==> src/common/rx_sync_fifo_pkg.sv <==
// fifo status layout and width helpers; depth fields assume DEPTH between 2 and 255
package rx_sync_fifo_pkg;

    // ------------------------------------------------------------
    // width limits
    // ------------------------------------------------------------

    localparam int unsigned FIFO_MAX_DEPTH_W = 8;   // depth field width, so at most 255 words

    // ------------------------------------------------------------
    // status word reported by the fifo controller
    // ------------------------------------------------------------

    typedef struct packed {
        logic [FIFO_MAX_DEPTH_W-1:0] depth;     // stored words, the output register included
        logic                        full;      // every slot is taken
        logic                        afull;     // depth has reached the programmed high watermark
        logic                        empty;     // nothing stored and nothing waiting at the output
        logic                        overflow;  // sticky, set by a push while full
        logic                        underflow; // sticky, set by a pop with no word ready
    } fifo_status_t;

    // ceiling of log2, used to size address and watermark fields
    // a value of 0 or 1 returns 0, so callers keep DEPTH at 2 or above
    function automatic int unsigned aw_logb2(input int unsigned value);
        int unsigned result;
        result = 0;
        for (int unsigned i = 0; i < 32; i++) begin
            if ((32'd1 << i) < value) begin
                result = i + 1;   // smallest power that still covers value
            end
        end
        return result;
    endfunction

endpackage

==> src/common/rx_sync_clk_pkg.sv <==
// clock-control encodings; the idle-hold counter limits IDLE_HOLD to the range 1 to 15
package rx_sync_clk_pkg;

    // ------------------------------------------------------------
    // clock control state machine
    // ------------------------------------------------------------

    // the block starts asleep after reset and only the awake and draining states grant enable
    typedef enum logic [1:0] {
        CLK_ASLEEP   = 2'b00,   // enable withdrawn, waiting for activity
        CLK_AWAKE    = 2'b01,   // enable granted, port is busy
        CLK_DRAINING = 2'b10    // enable still granted, counting idle cycles
    } clk_ctl_state_t;

    // width of the counter that measures the run of idle cycles
    localparam int unsigned IDLE_HOLD_W = 4;

endpackage

==> src/common/fifo_mem_if.sv <==
// memory port between the fifo controller and its storage; rdata is valid one cycle after re
`timescale 1ns/1ps

interface fifo_mem_if #(
    parameter int unsigned WIDTH   = 16,
    parameter int unsigned DEPTHB2 = 3
);

    logic               we;     // write strobe, takes effect at the clock edge
    logic [DEPTHB2-1:0] waddr;  // write address
    logic [WIDTH-1:0]   wdata;  // write data
    logic               re;     // read strobe
    logic [DEPTHB2-1:0] raddr;  // read address
    logic [WIDTH-1:0]   rdata;  // registered read data

    // the controller owns addresses and strobes
    modport ctrl (
        output we, waddr, wdata, re, raddr,
        input  rdata
    );

    // the storage side only returns read data
    modport mem (
        input  we, waddr, wdata, re, raddr,
        output rdata
    );

endinterface

==> src/hw/rx_sync/rx_fifo_mem.sv <==
// register-file storage, one write and one registered read per cycle; contents are undefined after reset
`timescale 1ns/1ps

module rx_fifo_mem import rx_sync_fifo_pkg::*; #(
    parameter int unsigned DEPTH   = 8,
    parameter int unsigned WIDTH   = 16,
    parameter int unsigned DEPTHB2 = aw_logb2(DEPTH)
) (
    input  logic     hqm_inp_gated_clk,
    fifo_mem_if.mem  mem
);

    // ------------------------------------------------------------
    // storage array
    // ------------------------------------------------------------

    logic [WIDTH-1:0] mem_array [DEPTH];   // addresses stay below DEPTH
    logic [WIDTH-1:0] rdata_q;             // read register, only loaded on re

    // write lands at the edge where we is sampled high
    always_ff @(posedge hqm_inp_gated_clk) begin
        if (mem.we) begin
            mem_array[mem.waddr] <= mem.wdata;
        end
    end

    // read data shows one cycle after re and then holds until the next read
    always_ff @(posedge hqm_inp_gated_clk) begin
        if (mem.re) begin
            rdata_q <= mem_array[mem.raddr];
        end
    end

    assign mem.rdata = rdata_q;

endmodule

==> src/hw/rx_sync/rx_fifo_control_wreg.sv <==
// fifo control with output register; cfg_high_wm must not exceed DEPTH or pushes can overflow
`timescale 1ns/1ps

module rx_fifo_control_wreg import rx_sync_fifo_pkg::*; #(
    parameter int unsigned DEPTH   = 8,
    parameter int unsigned WIDTH   = 16,
    parameter int unsigned DEPTHB2 = aw_logb2(DEPTH),       // memory address width
    parameter int unsigned WMWIDTH = aw_logb2(DEPTH + 1)    // holds 0 up to DEPTH
) (
    input  logic               hqm_inp_gated_clk,
    input  logic               hqm_inp_gated_rst_n,

    input  logic               push,
    input  logic [WIDTH-1:0]   push_data,
    input  logic               pop,
    output logic [WIDTH-1:0]   pop_data,
    output logic               pop_data_v,

    input  logic [WMWIDTH-1:0] cfg_high_wm,
    output fifo_status_t       status,
    output logic               afull,

    fifo_mem_if.ctrl           mem
);

    // ------------------------------------------------------------
    // occupancy
    // ------------------------------------------------------------

    logic [DEPTHB2-1:0] wptr_q;        // next slot to write
    logic [DEPTHB2-1:0] rptr_q;        // oldest word still in the memory
    logic [WMWIDTH-1:0] mem_cnt_q;     // words in the memory not yet read out
    logic               rdata_v_q;     // the memory read register holds an unread word
    logic               overflow_q;
    logic               underflow_q;

    logic [WMWIDTH-1:0] depth;         // total words, the output register included
    logic               full;
    logic               wr_en;
    logic               rd_en;
    logic               pop_ok;

    localparam logic [DEPTHB2-1:0] LAST_ADDR = DEPTHB2'(DEPTH - 1);

    assign depth  = mem_cnt_q + WMWIDTH'(rdata_v_q);
    assign full   = (depth >= WMWIDTH'(DEPTH));
    assign afull  = (depth >= cfg_high_wm);   // input stops once the watermark is met
    assign pop_ok = pop && rdata_v_q;          // a pop with nothing held is ignored

    // a push while full is dropped and only leaves its mark in overflow
    assign wr_en = push && !full;

    // refill the output register whenever it is empty or being emptied this cycle
    // the register only changes on a read, so it can never be loaded twice
    assign rd_en = (mem_cnt_q != '0) && (!rdata_v_q || pop_ok);

    // ------------------------------------------------------------
    // memory port
    // ------------------------------------------------------------

    // the read address never meets the write address in one cycle since a read
    // needs a word written on an earlier edge and a full memory takes no write
    assign mem.we    = wr_en;
    assign mem.waddr = wptr_q;
    assign mem.wdata = push_data;
    assign mem.re    = rd_en;
    assign mem.raddr = rptr_q;

    assign pop_data   = mem.rdata;   // the registered read side is the output register
    assign pop_data_v = rdata_v_q;

    always_ff @(posedge hqm_inp_gated_clk or negedge hqm_inp_gated_rst_n) begin
        if (!hqm_inp_gated_rst_n) begin
            wptr_q      <= '0;
            rptr_q      <= '0;
            mem_cnt_q   <= '0;
            rdata_v_q   <= 1'b0;
            overflow_q  <= 1'b0;
            underflow_q <= 1'b0;
        end else begin
            if (wr_en) begin
                wptr_q <= (wptr_q == LAST_ADDR) ? '0 : wptr_q + 1'b1;   // wraps for any DEPTH
            end
            if (rd_en) begin
                rptr_q <= (rptr_q == LAST_ADDR) ? '0 : rptr_q + 1'b1;
            end
            mem_cnt_q <= mem_cnt_q + WMWIDTH'(wr_en) - WMWIDTH'(rd_en);

            // a read lands in the register on the next edge, a pop alone clears it
            if (rd_en) begin
                rdata_v_q <= 1'b1;
            end else if (pop_ok) begin
                rdata_v_q <= 1'b0;
            end

            overflow_q  <= overflow_q || (push && full);          // held until reset
            underflow_q <= underflow_q || (pop && !rdata_v_q);
        end
    end

    // ------------------------------------------------------------
    // status word
    // ------------------------------------------------------------

    always_comb begin
        status.depth     = FIFO_MAX_DEPTH_W'(depth);
        status.full      = full;
        status.afull     = afull;
        status.empty     = (depth == '0);
        status.overflow  = overflow_q;
        status.underflow = underflow_q;
    end

endmodule

==> src/hw/rx_sync/rx_sync_core.sv <==
// port glue around the fifo; with ENABLE_DROPREADY at 1 a sender waits until enable is granted
`timescale 1ns/1ps

module rx_sync_core #(
    parameter int unsigned WIDTH            = 16,
    parameter int unsigned ENABLE_DROPREADY = 1    // 1 drops in_ready while enable is low
) (
    input  logic             hqm_inp_gated_clk,
    input  logic             hqm_inp_gated_rst_n,

    input  logic             enable,      // grant from the clock control
    output logic             idle,        // report to the clock control
    input  logic             rst_prep,    // reset sequence is under way

    input  logic             in_valid,    // inbound parallel port
    output logic             in_ready,
    input  logic [WIDTH-1:0] in_data,

    output logic             out_valid,   // internal side
    input  logic             out_ready,
    output logic [WIDTH-1:0] out_data,

    output logic             push,        // towards the fifo controller
    output logic [WIDTH-1:0] push_data,
    output logic             pop,
    input  logic [WIDTH-1:0] pop_data,
    input  logic             pop_data_v,
    input  logic             afull
);

    // ------------------------------------------------------------
    // sender presence
    // ------------------------------------------------------------

    // a word offered while enable is low is not pushed, so its valid is
    // remembered here to pull idle low and wake the clock control
    logic in_valid_q;

    // set when drop-ready is off and the port may accept without a grant
    localparam logic READY_WITHOUT_ENABLE = (ENABLE_DROPREADY == 0);

    always_ff @(posedge hqm_inp_gated_clk or negedge hqm_inp_gated_rst_n) begin
        if (!hqm_inp_gated_rst_n) begin
            in_valid_q <= 1'b0;
        end else begin
            in_valid_q <= in_valid;
        end
    end

    // ------------------------------------------------------------
    // handshakes
    // ------------------------------------------------------------

    always_comb begin
        if (rst_prep) begin
            // the sender is drained, every offered word is taken and thrown away
            in_ready = 1'b1;
            push     = 1'b0;
            idle     = 1'b0;   // keep the clock running through the reset sequence
        end else begin
            in_ready = !afull && (enable || READY_WITHOUT_ENABLE);
            push     = in_valid && in_ready;
            idle     = !pop_data_v && !in_valid_q;   // nothing waiting and no sender knocking
        end
    end

    assign push_data = in_data;                 // stored as received
    assign out_valid = enable && pop_data_v;    // output register is only shown while enabled
    assign out_data  = pop_data;
    assign pop       = out_valid && out_ready;  // a transfer on the internal side empties the register

endmodule

==> src/hw/module_clock_control.sv <==
// clock enable control; IDLE_HOLD must lie between 1 and 15, enable is a functional gate only
`timescale 1ns/1ps

module module_clock_control import rx_sync_clk_pkg::*; #(
    parameter int unsigned IDLE_HOLD = 4    // idle edges before enable is withdrawn
) (
    input  logic hqm_inp_gated_clk,
    input  logic hqm_inp_gated_rst_n,
    input  logic idle,      // port has nothing to do
    input  logic wake,      // external request to bring the port up
    output logic enable
);

    clk_ctl_state_t         state_q;
    clk_ctl_state_t         state_d;
    logic [IDLE_HOLD_W-1:0] hold_cnt_q;   // idle edges seen so far in the current run
    logic [IDLE_HOLD_W-1:0] hold_cnt_d;
    logic                   activity;

    localparam logic [IDLE_HOLD_W-1:0] HOLD_LAST = IDLE_HOLD_W'(IDLE_HOLD - 1);

    assign activity = !idle || wake;

    // ------------------------------------------------------------
    // next state
    // ------------------------------------------------------------

    always_comb begin
        state_d    = state_q;
        hold_cnt_d = hold_cnt_q;
        case (state_q)
            CLK_ASLEEP: begin
                if (activity) begin
                    state_d    = CLK_AWAKE;   // grant on the next edge
                    hold_cnt_d = '0;
                end
            end
            CLK_AWAKE: begin
                if (!activity) begin
                    if (IDLE_HOLD <= 1) begin
                        state_d = CLK_ASLEEP;   // a single idle edge is enough
                    end else begin
                        state_d    = CLK_DRAINING;
                        hold_cnt_d = IDLE_HOLD_W'(1);   // this edge is the first of the run
                    end
                end
            end
            CLK_DRAINING: begin
                if (activity) begin
                    state_d    = CLK_AWAKE;   // the run is broken, start counting again later
                    hold_cnt_d = '0;
                end else if (hold_cnt_q == HOLD_LAST) begin
                    state_d    = CLK_ASLEEP;
                    hold_cnt_d = '0;
                end else begin
                    hold_cnt_d = hold_cnt_q + 1'b1;
                end
            end
            default: begin
                state_d    = CLK_ASLEEP;   // unused encoding falls back to the safe state
                hold_cnt_d = '0;
            end
        endcase
    end

    always_ff @(posedge hqm_inp_gated_clk or negedge hqm_inp_gated_rst_n) begin
        if (!hqm_inp_gated_rst_n) begin
            state_q    <= CLK_ASLEEP;
            hold_cnt_q <= '0;
        end else begin
            state_q    <= state_d;
            hold_cnt_q <= hold_cnt_d;
        end
    end

    assign enable = (state_q != CLK_ASLEEP);   // draining still holds the grant

endmodule

==> src/hw/rx_sync_top.sv <==
// receive sync buffer top; DEPTH 2 to 255, cfg_high_wm at most DEPTH, IDLE_HOLD 1 to 15
`timescale 1ns/1ps

module rx_sync_top import rx_sync_fifo_pkg::*; #(
    parameter int unsigned DEPTH            = 8,
    parameter int unsigned WIDTH            = 16,
    parameter int unsigned ENABLE_DROPREADY = 1,
    parameter int unsigned IDLE_HOLD        = 4,
    parameter int unsigned DEPTHB2          = aw_logb2(DEPTH),
    parameter int unsigned WMWIDTH          = aw_logb2(DEPTH + 1)
) (
    input  logic               hqm_inp_gated_clk,
    input  logic               hqm_inp_gated_rst_n,
    input  logic [WMWIDTH-1:0] cfg_high_wm,   // most words the buffer will hold
    input  logic               rst_prep,
    input  logic               wake,
    input  logic               in_valid,
    output logic               in_ready,
    input  logic [WIDTH-1:0]   in_data,
    output logic               out_valid,
    input  logic               out_ready,
    output logic [WIDTH-1:0]   out_data,
    output fifo_status_t       status,
    output logic               idle,
    output logic               enable
);

    logic             push;
    logic [WIDTH-1:0] push_data;
    logic             pop;
    logic [WIDTH-1:0] pop_data;
    logic             pop_data_v;
    logic             afull;

    fifo_mem_if #(.WIDTH(WIDTH), .DEPTHB2(DEPTHB2)) i_fifo_mem_if ();

    rx_sync_core #(
        .WIDTH            (WIDTH),
        .ENABLE_DROPREADY (ENABLE_DROPREADY)
    ) i_rx_sync_core (
        .hqm_inp_gated_clk   (hqm_inp_gated_clk),
        .hqm_inp_gated_rst_n (hqm_inp_gated_rst_n),
        .enable (enable), .idle (idle), .rst_prep (rst_prep),
        .in_valid (in_valid), .in_ready (in_ready), .in_data (in_data),
        .out_valid (out_valid), .out_ready (out_ready), .out_data (out_data),
        .push (push), .push_data (push_data), .pop (pop),
        .pop_data (pop_data), .pop_data_v (pop_data_v), .afull (afull)
    );

    rx_fifo_control_wreg #(
        .DEPTH (DEPTH), .WIDTH (WIDTH), .DEPTHB2 (DEPTHB2), .WMWIDTH (WMWIDTH)
    ) i_rx_fifo_control_wreg (
        .hqm_inp_gated_clk   (hqm_inp_gated_clk),
        .hqm_inp_gated_rst_n (hqm_inp_gated_rst_n),
        .push (push), .push_data (push_data), .pop (pop),
        .pop_data (pop_data), .pop_data_v (pop_data_v),
        .cfg_high_wm (cfg_high_wm), .status (status), .afull (afull),
        .mem (i_fifo_mem_if)
    );

    rx_fifo_mem #(
        .DEPTH (DEPTH), .WIDTH (WIDTH), .DEPTHB2 (DEPTHB2)
    ) i_rx_fifo_mem (
        .hqm_inp_gated_clk (hqm_inp_gated_clk),
        .mem               (i_fifo_mem_if)
    );

    module_clock_control #(.IDLE_HOLD (IDLE_HOLD)) i_module_clock_control (
        .hqm_inp_gated_clk   (hqm_inp_gated_clk),
        .hqm_inp_gated_rst_n (hqm_inp_gated_rst_n),
        .idle (idle), .wake (wake), .enable (enable)
    );

endmodule

==> config.mk <==
export PLATFORM = sky130hd
export DESIGN_NAME = rx_sync_top
export DESIGN_NICKNAME = d
export VERILOG_FILES = /design/src/common/rx_sync_fifo_pkg.sv /design/src/common/rx_sync_clk_pkg.sv /design/src/common/fifo_mem_if.sv /design/src/hw/rx_sync/rx_fifo_mem.sv /design/src/hw/rx_sync/rx_fifo_control_wreg.sv /design/src/hw/rx_sync/rx_sync_core.sv /design/src/hw/module_clock_control.sv /design/src/hw/rx_sync_top.sv
export SDC_FILE = /design/constraint.sdc
export NUM_CORES = 1
export LEC_CHECK = 0
export ABC_AREA = 1
export BUFFER_PORTS_ARGS = -buffer_cell sky130_fd_sc_hd__buf_4
export CELL_PAD_IN_SITES_DETAIL_PLACEMENT = 0
export CELL_PAD_IN_SITES_GLOBAL_PLACEMENT = 1
export CORE_UTILIZATION = 49
export CTS_CLUSTER_SIZE = 8
export DETAILED_ROUTE_END_ITERATION = 10
export PLACE_DENSITY_LB_ADDON = 0.05
export SYNTH_ARGS = -nofsm -noshare
export SYNTH_HDL_FRONTEND = slang
export SYNTH_HIERARCHICAL = 1
export SYNTH_SLANG_ARGS = --single-unit
==> constraint.sdc <==
create_clock -name hqm_inp_gated_clk -period 6.2 [get_ports hqm_inp_gated_clk]
set_clock_uncertainty 0.2 [all_clocks]
set_input_delay 0.93 -clock hqm_inp_gated_clk [delete_from_list [all_inputs] [get_ports hqm_inp_gated_clk]]
set_output_delay 0.93 -clock hqm_inp_gated_clk [all_outputs]
set_load 0.03 [all_outputs]
# Word-level counts from Yosys, hierarchy flattened
# Memory sizes are Yosys's and may differ from the RTL's. A register that Yosys moved wholly into a read port is not among the register bits.
# Cells that the tools add are included.
[classes]
reduce_logical = 26
n_eq_ne = 8
n_mul = 0
magnitude_cmp = 2
shift = 0
bitwise = 0
muxes = 19
addsub = 6
div_mod_pow = 0
[op_table]
columns = ["cell", "count"]
rows = [
  ["two-way mux 4 bit", 4],
  ["one-hot mux 4 bit (3 select lines)", 1],
  ["logical AND 1 bit", 10],
  ["adder 4 x 1 -> 4 bit", 2],
  ["two-way mux 2 bit", 4],
  ["two-way mux 1 bit", 7],
  ["adder 3 x 1 -> 3 bit, second input constant", 2],
  ["== test 3 bit, second input constant", 2],
  ["two-way mux 3 bit", 2],
  ["one-hot mux 2 bit (3 select lines)", 1],
  ["zero test 1 bit", 5],
  ["adder 4 x 1 -> 4 bit, second input constant", 1],
  ["== test 4 x 2 -> 1 bit, second input constant", 1],
  [">= comparator 4 bit", 1],
  [">= comparator 4 bit, second input constant", 1],
  ["zero test 4 bit", 1],
  ["logical OR 1 bit", 4],
  ["nonzero test 2 bit", 2],
  ["nonzero test 4 bit", 1],
  ["subtractor 4 x 1 -> 4 bit", 1],
  ["!= test 3 x 1 -> 1 bit, second input constant", 1],
  ["AND reduction 3 bit", 1],
  ["== test 2 x 1 -> 1 bit, second input constant", 1],
  ["== test 2 bit, second input constant", 1],
  ["other kinds (4)", 4],
]
[word_totals]
word_cells = 71
input_bits = 26
reg_bits = 20
ram_bits = 128
latchBits = 0
memories = 1
mem_bits_ro = 0
[mem_list]
columns = ["memory", "depth", "width", "rd", "rd_ports_with_merged_regs", "write_ports", "line", "rtl"]
rows = [
  ["i_rx_fifo_mem.mem_array", 8, 16, 1, 1, 1, "rx_fifo_mem.sv:17", "logic [WIDTH-1:0] mem_array [DEPTH];"],
]

# Depth between registers and ports, before layout
[depth]
depth_word = 9
depth_mapped = 20
mapped_depth_nobuf = 20

# Modules after synthesis
# Netlist, hierarchy kept.
[modules_own_cells]
columns = ["mod", "instances", "area_per_inst_um2", "seq_area_each_um2", "cells_per_inst"]
rows = [
  ["rx_fifo_mem", 1, 6149.6, 4324.1, 587],
  ["rx_fifo_control_wreg", 1, 1172.4, 325.3, 141],
  ["module_clock_control", 1, 469.2, 150.1, 65],
  ["rx_sync_core", 1, 314.1, 25.0, 46],
]

# Worst setup path before layout
# OpenSTA, ideal clock, no wires.
[synth_timing]
path_kind = "flip-flop to flip-flop"
startpoint = "register i_rx_fifo_control_wreg.rdata_v_q, in the netlist i_rx_fifo_control_wreg/pop_data_v"
endpoint = "memory i_rx_fifo_mem.mem_array[1][0] (enable)"
arrival_ns = 2.968
slack_ns = 2.644
synth_period_minus_slack_ns = 3.556
t_required_ns = 5.612
path_stages_with_launch = 19
setup_time_ns = 0.388
path_cell_list = "dfrtp_1 -> ha_1 -> inv_1 -> ha_1 -> inv_1 -> nand2_1 -> nand2_1 -> nand2_1 -> nand2_1 -> nand2_1 -> nand2_1 -> nand2_1 -> inv_1 -> nand2_1 -> nor2_1 -> inv_1 -> nor2_2 -> nand2_1 -> nor2_1"
[synth_rtl]
columns = ["element", "line", "rtl"]
rows = [
  ["from (decl)", "rx_fifo_control_wreg.sv:33", "logic rdata_v_q;"],
  ["from (signal assigned)", "rx_fifo_control_wreg.sv:77", "rdata_v_q <= 1'b0;"],
  ["from (signal assigned)", "rx_fifo_control_wreg.sv:91", "rdata_v_q <= 1'b1;"],
  ["from (signal assigned)", "rx_fifo_control_wreg.sv:93", "rdata_v_q <= 1'b0;"],
  ["to (decl)", "rx_fifo_mem.sv:17", ""],
]

# Final worst setup path
[layout_timing]
startpoint = "register i_rx_fifo_control_wreg.rdata_v_q, in the netlist i_rx_fifo_control_wreg/pop_data_v"
endpoint = "output port in_ready"
[layout_between]
elab_chain_cells = 5
[layout_lines]
columns = ["element", "line", "rtl"]
rows = [
  ["adder 4 x 1 -> 4 bit", "rx_fifo_control_wreg.sv:45", "assign depth = mem_cnt_q + WMWIDTH'(rdata_v_q);"],
  [">= comparator 4 bit", "rx_fifo_control_wreg.sv:47", "assign afull = (depth >= cfg_high_wm);"],
  ["zero test 1 bit", "rx_sync_core.sv:61", "in_ready = !afull && (enable || READY_WITHOUT_ENABLE);"],
  ["logical AND 1 bit", "rx_sync_core.sv:61", ""],
  ["two-way mux 1 bit", "rx_sync_core.sv:55", "if (rst_prep) begin"],
  ["to (decl)", "rx_sync_top.sv:18", "output logic in_ready,"],
]
# No other way between the ends.

==> results.md <==
* Outcome: finished, final reports clean
* Remaining routing DRC violations at 0
* Most frequent CP cell: nand2_1
* Final GP Congestion at 0.7823
* Clock root cell: clkbuf_16
* P&R area growth vs syn at 7.425%
* Placed Area at 8159 um^2
* Vias per inst at 4.594
* Syn Area/Cell at a little under 10 um^2
* CTS tree: done
* Total number of H-tree levels at 4
* Mux cell area share after synthesis at 0%
* Layout cell share with drive strength beyond 1 at between 10% and 20%
* Crit-path slowest cell: dfrtp_1
* Cts repair resizes at 0
* Static leakage at 4.093 nW
* Distinct cells, synth at 26
* Register area share after synthesis at 59.52%
* Filler cells at 1460
* Worst min path class: input port to asynchronous set/reset pin
* Syn. warnings at 6
* CTS hold repair buffers at 0
* Post-DP HPWL at 8.838 mm
* Post-CTS setup buffers at 0
* Total track usage at 18.98%
* Slew @ Worst Pin at 1132 ps
* Post-layout minimum cycle time at 3474 ps
* Yosys top cell by area: edfxtp_1
* Pre-CTS setup slack at 2597 ps
* Synth Register Bits at about 160
* Core Area at between 15000 and 20000 um^2
* Die height at 130.6 um
* Commonest cells after routing, fill and taps aside: nand2_1 (268), inv_1 (167), edfxtp_1 (144)
* Worst-path clk slew at about 60 ps
* Net count, final at between 800 and 900
* Largest family of logic cells by synthesized area: simple AND/OR/NAND/NOR gates
* Most common cell after layout, fill and taps aside: nand2_1
* WHS at 171.2 ps
* Initial DRC Count at 294
* CP Launch Type: flop
* CP Buf/Inv Count at 3
* Hold Vio Cnt, Final at 0
* Via Count at 4865
* Max-Slew Margin vs Limit at 24.39%
* CP endpoint kind: output port
* Post-Syn Instances at 839
* CTS sink cnt at 164
* Io pins at between 50 and 60
* Initial core utilization at 50.66%
* Tcrit/Tclk final at a little under three fifths
* Num rows at 46
* Synth Area in Adders at 3.489%
* Finish-stage setup viols at 0
* Worst Setup Path Type: flop to output port
* Simple-Gate Fraction of Synth Area at 18.77%
* Die ar. at approximately 17000 um^2
* Num CTS Buffers at 17
* CP Cell Sequence: ha_1 -> xnor2_1 -> inv_1 -> ha_1 -> nand2_1 -> nand2_1 -> nand2_1 -> nand2_1 -> nand2_1 -> nand2_1 -> inv_1 -> nand2_1 -> nand2_1 -> buf_4
* Post-synthesis compound-gate area fraction at 0.6175%
* Peak supply drop at 377.9 uV
* Final ANT Viol Nets at 0
* Worst skew pair latency at 430 ps
* Number of global-route vias before repair at 4636
* Gr ovfl total at 0
* Post-synth top area share at 53.35%
* Initial antenna violation count at 0
* Power per cell area at 453.6 nW/um^2
* Worst setup margin at 2726 ps
* Finished Cell Area at 8707 um^2
* Mapped cell area at 8105 um^2
* ANT cells at 0
* Post-Synth XOR/XNOR Area at 0.7410%
* CP max FO at 6
* IO buf count at 54
* FMAX at ~0.29 GHz
* Slew Viols, Final at 0
* Top cell family by delay on the critical path: adder cells
* Clk buf depth at 2
* Largest net degree at the start of global routing at 67
* Pre-antenna DRT Iters at 4
* CP Data Required Time at about 5100 ps
* Max-cap violations at 0
* Total wire length at 14.61 mm
* Ranking of synthesized cells by area: edfxtp_1 (53%), nand2_1 (12%), inv_1 (7.7%)
* Max incr delay on CP at 460 ps
* WL per Instance at 13.80 um
* RSZ-0062 raised after global routing: false
* TNS Setup at 0 ps
* Crit path arrival time at 2340 ps
* First-pass GRT wire length at about 23 mm
* Die width at 130.6 um
-- layout make-up --
type | count | area, um^2 | area share, %
sequential | 164 | 4826 | 55.42
multi-input combinational | 410 | 1929 | 22.16
inverter | 172 | 645.6 | 7.415
timing repair buffer | 65 | 488.0 | 5.604
clock buffer | 18 | 429.2 | 4.929
tap | 216 | 270.3 | 3.104
clock inverter | 14 | 118.9 | 1.365
-- through the flow --
stage,util (%),power (mW),instances
2_1_floorplan,-,2.802,842
3_3_place_gp,50.99,3.004,1027
3_5_place_dp,50.99,3.028,1027
4_1_cts,54.42,4.008,1059
5_1_grt,54.42,4.227,1059
6_report,54.42,3.950,1059
-- per-layer routing --
layer / wire (um) / share of wire, % / vias up / GRT usage (%)
li1: - / - / 2499 / -
met1: 6326 / 43 / 2257 / 23.17
met2: 7387 / 51 / 100 / 32.80
met3: 743 / 5.1 / 9 / 3.909
met4: 155 / 1.1 / 0 / 7.911
met5: 0 / 0 / - / 0
-- where the power goes --
group / internal (mW) / switching, mW / leakage, nW
combinational: 0.496 / 1.01 / 2.27
sequential: 1.38 / 0.0927 / 1.55
clock: 0.580 / 0.390 / 0.268
-- sequential cells by signal (all words and copies together) (netlist names), 2 cells and up --
register                           flops
i_module_clock_control/hold_cnt_q      4
i_module_clock_control/state_q         2
i_rx_fifo_control_wreg/mem.raddr       3
i_rx_fifo_control_wreg/mem.waddr       3
i_rx_fifo_control_wreg/mem_cnt_q       4
i_rx_fifo_mem/mem.rdata               16
i_rx_fifo_mem/mem_array              128
-- cells in the mapped netlist --
cell,instances
a21oi_1,2
buf_2,12
buf_4,77
buf_6,7
conb_1,1
dfrtp_1,20
edfxtp_1,144
fa_1,1
ha_1,21
inv_1,167
inv_2,5
nand2_1,268
nand2_2,7
nand2_4,1
nand3_1,73
nand4_1,3
nor2_1,14
nor2_2,1
nor2_4,1
o21ai_0,1
o21ai_1,4
o21bai_1,2
or2_0,1
xnor2_1,3
xor2_1,2
xor2_2,1
-- worst paths after layout --
path / cells past startpoint / slack (ps) / to / start
setup / recovery: 14 / 2730 / in_ready / i_rx_fifo_control_wreg/pop_data_v$_DFFE_PN0P_
hold / removal: 1 / 170 / i_module_clock_control/hold_cnt_q[0]$_DFFE_PN0P_ / hqm_inp_gated_rst_n
setup reg to reg: 15 / 2800 / i_rx_fifo_control_wreg/mem_cnt_q[2]$_DFF_PN0_ / i_module_clock_control/state_q[0]$_DFFE_PN0P_
hold reg to reg: 1 / 290 / i_rx_fifo_control_wreg/overflow_q$_DFF_PN0_ / i_rx_fifo_control_wreg/overflow_q$_DFF_PN0_
max in group asynchronous: 1 / 5390 / i_rx_fifo_control_wreg/mem_cnt_q[1]$_DFF_PN0_ / hqm_inp_gated_rst_n
min in group hqm_inp_gated_clk: 1 / 290 / i_rx_fifo_control_wreg/overflow_q$_DFF_PN0_ / i_rx_fifo_control_wreg/overflow_q$_DFF_PN0_
-- logic make-up (layout without fill, tap and decap cells) --
kind of cell             after synthesis  after routing
other                                  1              4
XOR/XNOR                               6              6
flip-flops                           164            164
buffers and inverters                268            269
AO/OA/AOI/OAI                          9              9
adder cells (fa/ha/maj)               22             22
AND/OR/NAND/NOR                      369            369
Note: power is estimated with default switching activity, not from simulation.
